--- config.mk ---
export PLATFORM = sky130hd
export DESIGN_NAME = flow_router_top
export DESIGN_NICKNAME = d
export VERILOG_FILES = /design/src/rtl/flow_pkg.sv /design/src/rtl/flow_reg_fwd.sv /design/src/rtl/flow_demux_select.sv /design/src/rtl/flow_router_top.sv
export SDC_FILE = /design/constraint.sdc
export NUM_CORES = 1
export LEC_CHECK = 0
export BUFFER_PORTS_ARGS = -buffer_cell sky130_fd_sc_hd__buf_4
export CAP_MARGIN = 20
export CORE_MARGIN = 2
export CORE_UTILIZATION = 49
export DETAILED_ROUTE_END_ITERATION = 12
export PLACE_DENSITY = 0.78
export REMOVE_ABC_BUFFERS = 1
export SLEW_MARGIN = 20
export SYNTH_ARGS = -nofsm -noshare
export SYNTH_HDL_FRONTEND = slang
export SYNTH_SLANG_ARGS = --single-unit
--- constraint.sdc ---
create_clock -name clk -period 2.7 [get_ports clk]
set_input_delay 0.405 -clock clk [delete_from_list [all_inputs] [get_ports clk]]
set_output_delay 0.405 -clock clk [all_outputs]
set_load 0.05 [all_outputs]
--- src/rtl/flow_pkg.sv ---
/*
  Shared types and constants for the stream flow router.
  Every RTL block and the testbench refer to these by scoped name.
*/

package flow_pkg;

  // ------------------------------------------------------------------------
  // Widths
  // ------------------------------------------------------------------------

  // Payload word width in bits
  localparam int data_width = 16;

  // Select field width, enough to address max_flows lanes
  localparam int sel_width = 3;

  // ------------------------------------------------------------------------
  // Lane count limits
  // ------------------------------------------------------------------------

  // Upper bound on the number of output lanes
  localparam int max_flows = 8;

  // Lane count used when the top level is not overridden
  localparam int default_num_flows = 4;

  // ------------------------------------------------------------------------
  // Types
  // ------------------------------------------------------------------------

  // One payload word carried by a single transfer
  typedef logic [data_width-1:0] flow_data_t;

  // Destination lane number travelling with each word
  typedef logic [sel_width-1:0] flow_sel_t;

endpackage

--- src/rtl/flow_reg_fwd.sv ---
/*
  One-entry forward pipeline register for a ready-valid stream.
  Breaks the valid/data path and sustains one transfer per cycle.
*/

`timescale 1ns/1ps

module flow_reg_fwd #(
  // Payload width in bits, at least 1
  parameter int width = 1
) (
  input  logic             clk,
  // Synchronous, active high
  input  logic             rst,

  // Upstream side
  output logic             push_ready,
  input  logic             push_valid,
  input  logic [width-1:0] push_data,

  // Downstream side
  input  logic             pop_ready,
  output logic             pop_valid,
  output logic [width-1:0] pop_data
);

  // ------------------------------------------------------------------------
  // Elaboration checks
  // ------------------------------------------------------------------------

  if (width < 1) begin : gen_bad_width
    $error("flow_reg_fwd width must be at least 1");
  end

  // ------------------------------------------------------------------------
  // Storage
  // ------------------------------------------------------------------------

  // Occupancy flag of the single entry
  logic valid_q;

  // Held payload
  logic [width-1:0] data_q;

  // Accept when empty or when the held word leaves this cycle
  // Keeps full throughput without a skid entry
  assign push_ready = !valid_q || pop_ready;

  // Control state
  // When the slot frees up, the next state simply follows push_valid
  // That covers load, refill and drain in one line
  always_ff @(posedge clk) begin
    if (rst) begin
      valid_q <= 1'b0;
    end else if (push_ready) begin
      valid_q <= push_valid;
    end
  end

  // Payload only moves on an accepted transfer
  always_ff @(posedge clk) begin
    if (push_valid && push_ready) begin
      data_q <= push_data;
    end
  end

  // Outputs come straight from the flops
  assign pop_valid = valid_q;
  assign pop_data  = data_q;

  // ------------------------------------------------------------------------
  // Checks
  // ------------------------------------------------------------------------

  // Entry is empty on the cycle after reset
  empty_after_reset_a : assert property (
    @(posedge clk) rst |=> !pop_valid
  ) else $error("flow_reg_fwd valid set right after reset");

  // A stalled word must not change
  pop_data_held_a : assert property (
    @(posedge clk) disable iff (rst)
    pop_valid && !pop_ready |=> $stable(pop_data)
  ) else $error("flow_reg_fwd changed data while stalled");

endmodule

--- src/rtl/flow_demux_select.sv ---
/*
  Combinational ready-valid demux steered by an explicit select.
  The word fans out to every lane and only the selected lane sees valid.
*/

`timescale 1ns/1ps

module flow_demux_select #(
  // Number of output lanes, from 2 up to flow_pkg::max_flows
  parameter int num_flows = 2
) (
  // Clock and reset feed the checks only
  input  logic                                   clk,
  input  logic                                   rst,

  // Destination lane, qualified by push_valid
  input  flow_pkg::flow_sel_t                    select,

  // Upstream side
  output logic                                   push_ready,
  input  logic                                   push_valid,
  input  flow_pkg::flow_data_t                   push_data,

  // One downstream side per lane
  input  logic                 [num_flows-1:0]   pop_ready,
  output logic                 [num_flows-1:0]   pop_valid,
  output flow_pkg::flow_data_t [num_flows-1:0]   pop_data
);

  // ------------------------------------------------------------------------
  // Elaboration checks
  // ------------------------------------------------------------------------

  if (num_flows < 2 || num_flows > flow_pkg::max_flows) begin : gen_bad_num_flows
    $error("flow_demux_select num_flows must be in 2..max_flows");
  end

  // ------------------------------------------------------------------------
  // Steering
  // ------------------------------------------------------------------------

  // Lane match is decoded per lane
  // An out-of-range select leaves every lane idle and push_ready low
  always_comb begin
    push_ready = 1'b0;
    for (int i = 0; i < num_flows; i++) begin
      // Data is replicated, valid picks the lane that owns it
      pop_data[i]  = push_data;
      pop_valid[i] = push_valid && (select == flow_pkg::flow_sel_t'(i));
      if (select == flow_pkg::flow_sel_t'(i)) begin
        push_ready = pop_ready[i];
      end
    end
  end

  // ------------------------------------------------------------------------
  // Checks
  // ------------------------------------------------------------------------

  // Source must only address lanes that exist
  select_in_range_a : assert property (
    @(posedge clk) disable iff (rst)
    push_valid |-> select < num_flows
  ) else $error("flow_demux_select select out of range");

  // A pending transfer may not be redirected to another lane
  select_stable_a : assert property (
    @(posedge clk) disable iff (rst)
    push_valid && !push_ready |=> $stable(select)
  ) else $error("flow_demux_select select changed while stalled");

endmodule

--- src/rtl/flow_router_top.sv ---
/*
  Registered stream router. Input register holds word and select,
  the demux picks a lane, and each lane has its own output register.
  Latency is two cycles from push to pop when nothing stalls.
*/

`timescale 1ns/1ps

module flow_router_top #(
  // Number of output lanes
  parameter int num_flows = flow_pkg::default_num_flows
) (
  input  logic                                   clk,
  // Synchronous, active high
  input  logic                                   rst,

  // Input stream
  output logic                                   push_ready,
  input  logic                                   push_valid,
  input  flow_pkg::flow_data_t                   push_data,
  input  flow_pkg::flow_sel_t                    push_select,

  // Output lanes
  input  logic                 [num_flows-1:0]   pop_ready,
  output logic                 [num_flows-1:0]   pop_valid,
  output flow_pkg::flow_data_t [num_flows-1:0]   pop_data
);

  // ------------------------------------------------------------------------
  // Elaboration checks
  // ------------------------------------------------------------------------

  // The select field cannot address more than max_flows lanes
  if (num_flows > flow_pkg::max_flows) begin : gen_too_many_flows
    $error("flow_router_top num_flows exceeds select range");
  end

  // Input register carries select and data side by side
  localparam int in_width = flow_pkg::sel_width + flow_pkg::data_width;

  // ------------------------------------------------------------------------
  // Input stage
  // ------------------------------------------------------------------------

  logic                 in_pop_ready;
  logic                 in_pop_valid;
  logic [in_width-1:0]  in_pop_word;
  flow_pkg::flow_sel_t  in_pop_select;
  flow_pkg::flow_data_t in_pop_data;

  flow_reg_fwd #(
    .width      (in_width)
  ) in_reg (
    .clk        (clk),
    .rst        (rst),
    .push_ready (push_ready),
    .push_valid (push_valid),
    .push_data  ({push_select, push_data}),
    .pop_ready  (in_pop_ready),
    .pop_valid  (in_pop_valid),
    .pop_data   (in_pop_word)
  );

  // Select sits in the upper bits
  assign {in_pop_select, in_pop_data} = in_pop_word;

  // ------------------------------------------------------------------------
  // Lane steering
  // ------------------------------------------------------------------------

  logic                 [num_flows-1:0] lane_ready;
  logic                 [num_flows-1:0] lane_valid;
  flow_pkg::flow_data_t [num_flows-1:0] lane_data;

  flow_demux_select #(
    .num_flows  (num_flows)
  ) demux (
    .clk        (clk),
    .rst        (rst),
    .select     (in_pop_select),
    .push_ready (in_pop_ready),
    .push_valid (in_pop_valid),
    .push_data  (in_pop_data),
    .pop_ready  (lane_ready),
    .pop_valid  (lane_valid),
    .pop_data   (lane_data)
  );

  // ------------------------------------------------------------------------
  // Output stage, one register per lane
  // ------------------------------------------------------------------------

  for (genvar i = 0; i < num_flows; i++) begin : gen_lane
    flow_reg_fwd #(
      .width      (flow_pkg::data_width)
    ) out_reg (
      .clk        (clk),
      .rst        (rst),
      .push_ready (lane_ready[i]),
      .push_valid (lane_valid[i]),
      .push_data  (lane_data[i]),
      .pop_ready  (pop_ready[i]),
      .pop_valid  (pop_valid[i]),
      .pop_data   (pop_data[i])
    );
  end

endmodule

==> flow_summary_export.csv <==
group,metric,value,unit
outcome,status,"finished clean",
placed_design,post-dp-hpwl,3420,µm
synth,ys_top_cells_by_area,"edfxtp_1, dfxtp_1, buf_4, a21oi_1, inv_1",
critical_path,worstPathRequired,2.30,ns
sta,rsz0062_at_grt,"no",
power_and_ir_drop,leakagePower,1.46,nW
synth,yosys.area.top_type_share,0.890,
synth,yosysUniqueCellTypes,20,
power_and_ir_drop,p_sw_frac,0.221,
clock_tree,clk_latency,0.33,ns
die,io_pins,95,
critical_path,critPathMaxFanout,3,
global_routing,met2_usage,0.277,
global_routing,grt_use_met3,0.0475,
synth,syn_inst,120,
synth,synth_top_area_cell,"edfxtp_1",
critical_path,slowest_delay,0.42,ns
die,start_util,0.509,
die,die_y,79.6,µm
detailed_routing,wl_per_cell,16.5,µm
power_and_ir_drop,netSwitchingPower,0.000579,W
critical_path,slowest_stage,"edfxtp_1",
synth,synth-seq-cells,88,
cells_and_area,fin_util,0.686,
detailed_routing,antenna_left,0,
synth,syn_area_per_cell,23.3,µm²
critical_path,crit_type,"reg2out",
clock_tree,clockBufferDepth,2,
sta,maxSlewViolCount,0,
placed_design,port_buffers,94,
power_and_ir_drop,power_density,692,nW/µm²
critical_path,worst-endpoint-arrival,1.68,ns
cells_and_area,area_growth,35.0,%
clock_tree,root_buffer,"clkbuf_8",
flow_run,timing.max_cap.violations,0,
clock_tree,cts_setup_buffers,0,
global_routing,grt_pass1_vias,1409,
critical_path,endpoint_kind,"output pin",
global_routing,grt_first_pass_wirelength,7310,µm
detailed_routing,drt_iter0_drc,64,
global_routing,grt_use_total,0.162,
sta,max_freq,0.480,GHz
detailed_routing,drt_wl_total,4950,µm
clock_tree,cts_tree,"yes",
sta,fin_setup_tns,0,ns
sta,relSlewSlack,0.512,
cells_and_area,final_cell_area,3780,µm²
die,dieArea,6340,µm²
critical_path,start_kind,"register",
global_routing,antenna_found_initial,0,
die,dieWidth,79.6,µm
sta,tightest_slew,0.732,ns
cells_and_area,layout.nets,249,
clock_tree,cts_max_level,3,
clock_tree,holdBufCountCts,0,
synth,yosysWarnings,0,
cells_and_area,antennaDiodeCount,0,
placed_design,placed_area,3580,µm²
power_and_ir_drop,p_comb_frac,0.064,
global_routing,top_usage_layer,"met2",
sta,skew,0.00642,ns
sta,setup_viol,0,
clock_tree,cts_made_buffers,9,
critical_path,critical_path.cell_chain,"nor2b_1 -> and3b_1 -> nor3b_2 -> nand2_1 -> buf_4",
placed_design,place_congestion,0.830,
global_routing,grt_overflow_total,0,
detailed_routing,dr.pass1.iters,5,
global_routing,grt_use_met1,0.195,
power_and_ir_drop,p_clk_frac,0.336,
synth,yosysSeqAreaShare,0.926,
sta,min_period,2.08,ns
sta,hold_viol,0,
clock_tree,cts_sinks,88,
detailed_routing,viasPerCell,4.75,
power_and_ir_drop,pwr-share-seq,0.601,
power_and_ir_drop,internal-power,0.00204,W
clock_tree,cts_resized,0,
hold_path,worstHoldPathType,"in2reg",
detailed_routing,drcViolationCount,0,
power_and_ir_drop,vdd_drop_max,0.000449,V
cells_and_area,drive_gt1_frac,0.509,
sta,post-route-period-util,0.771,
synth,netlist_area,2800,µm²
die,row_count,27,
global_routing,grt_max_degree,17,
die,coreArea,5510,µm²
detailed_routing,num_vias,1426,
clock_tree,clk_pin_slew,0.09,ns
power_and_ir_drop,power,0.00261,W
## kinds of logic after synthesis
family | Yosys count | synth area share
compound gates | 6 | 0.0139
flops | 88 | 0.926
buf+inv | 8 | 0.0161
simple gates | 18 | 0.0442
## routing by layer
metal  wire [µm]  vias to the layer above
met4          55                        0
met3         439                        8
met5           0                        -
met1        1930                      673
met2        2530                       84
li1            -                      661
## path summary, 6_finish.rpt
check	start	to	slack, ns	cells past startpoint
setup / recovery	in_reg.pop_data[17]	push_ready	0.62	5
hold reg to reg	gen_lane[1].out_reg.pop_valid	gen_lane[1].out_reg.pop_valid	0.50	2
hold / removal	push_data[0]	in_reg.pop_data[0]	0.24	1
setup reg to reg	in_reg.pop_data[16]	in_reg.pop_data[15]	0.78	4
## power by group through the flow
| stage | clock network, W | logic [W] | registers, W |
|---|---|---|---|
| floorplan | 0 | 0.0000342 | 0.00166 |
| global placement | 0 | 0.000166 | 0.00160 |
| detailed placement | 0 | 0.000168 | 0.00160 |
| CTS | 0.000894 | 0.000168 | 0.00157 |
| global route | 0.000948 | 0.000175 | 0.00158 |
| finish | 0.000878 | 0.000166 | 0.00157 |
## flip-flops by register name (all words and copies together) (netlist names)
name	count
in_reg.pop_valid	1
gen_lane.out_reg.pop_valid	4
gen_lane.out_reg.pop_data	64
in_reg.pop_data	19
## per-stage QoR
step / cells / worst slack (ns) / hold slack [ns]
floorplan: 116 / 0.357 / 0.459
global placement: 284 / 0.820 / 0.477
detailed placement: 284 / 0.770 / 0.482
CTS: 300 / 0.601 / 0.229
global route: 300 / 0.540 / 0.222
finish: 300 / 0.619 / 0.240
## cells in the mapped netlist (all sizes together)
cell and instances:
edfxtp 83, dfxtp 5, buf 4, inv 4
nand2 4, a21oi 3, nand2b 3, and3 2
nor2 2, nor2b 2, a21boi 1, a22o 1
and2 1, and3b 1, nor3 1, nor3b 1
nor4 1, o21a 1
## critical path, delay by kind of cell (launching register included)
family / cells / cell delay [ns]
AND/OR/NAND/NOR: 4 / 0.72
buffers and inverters: 1 / 0.20
flip-flops: 1 / 0.42
## layout make-up
class,count,area (µm²)
clock buffers,10,128
multi-input cells,24,166
inverters,4,15.0
flip-flops and latches,88,2590
repair buffers,96,721
clock inverters,6,67.6
fillers,383,1730
well taps,72,90.1
## placed cells by master, fill, tap and decap left out
| cell type | netlist | layout |
|---|---|---|
| nor4_2 | 1 | 1 |
| clkinv_2 | 0 | 1 |
| clkbuf_8 | 0 | 9 |
| and3_4 | 1 | 1 |
| nand2b_1 | 2 | 2 |
| a21oi_1 | 3 | 3 |
| bufinv_16 | 0 | 1 |
| clkinvlp_4 | 0 | 2 |
| dfxtp_1 | 5 | 5 |
| and2_1 | 1 | 1 |
| and3b_1 | 1 | 1 |
| nor3b_2 | 1 | 1 |
| and3_1 | 1 | 1 |
| nand2b_4 | 1 | 1 |
| clkbuf_1 | 0 | 1 |
| nor3_1 | 1 | 1 |
| edfxtp_1 | 83 | 83 |
| a22o_1 | 1 | 1 |
| o21a_1 | 1 | 1 |
| a21boi_2 | 0 | 1 |
| nor2_1 | 2 | 2 |
| nor2b_1 | 2 | 2 |
| inv_1 | 4 | 4 |
| buf_4 | 4 | 96 |
| nand2_1 | 4 | 4 |
| inv_6 | 0 | 2 |
(Power assumes the default switching activity.)
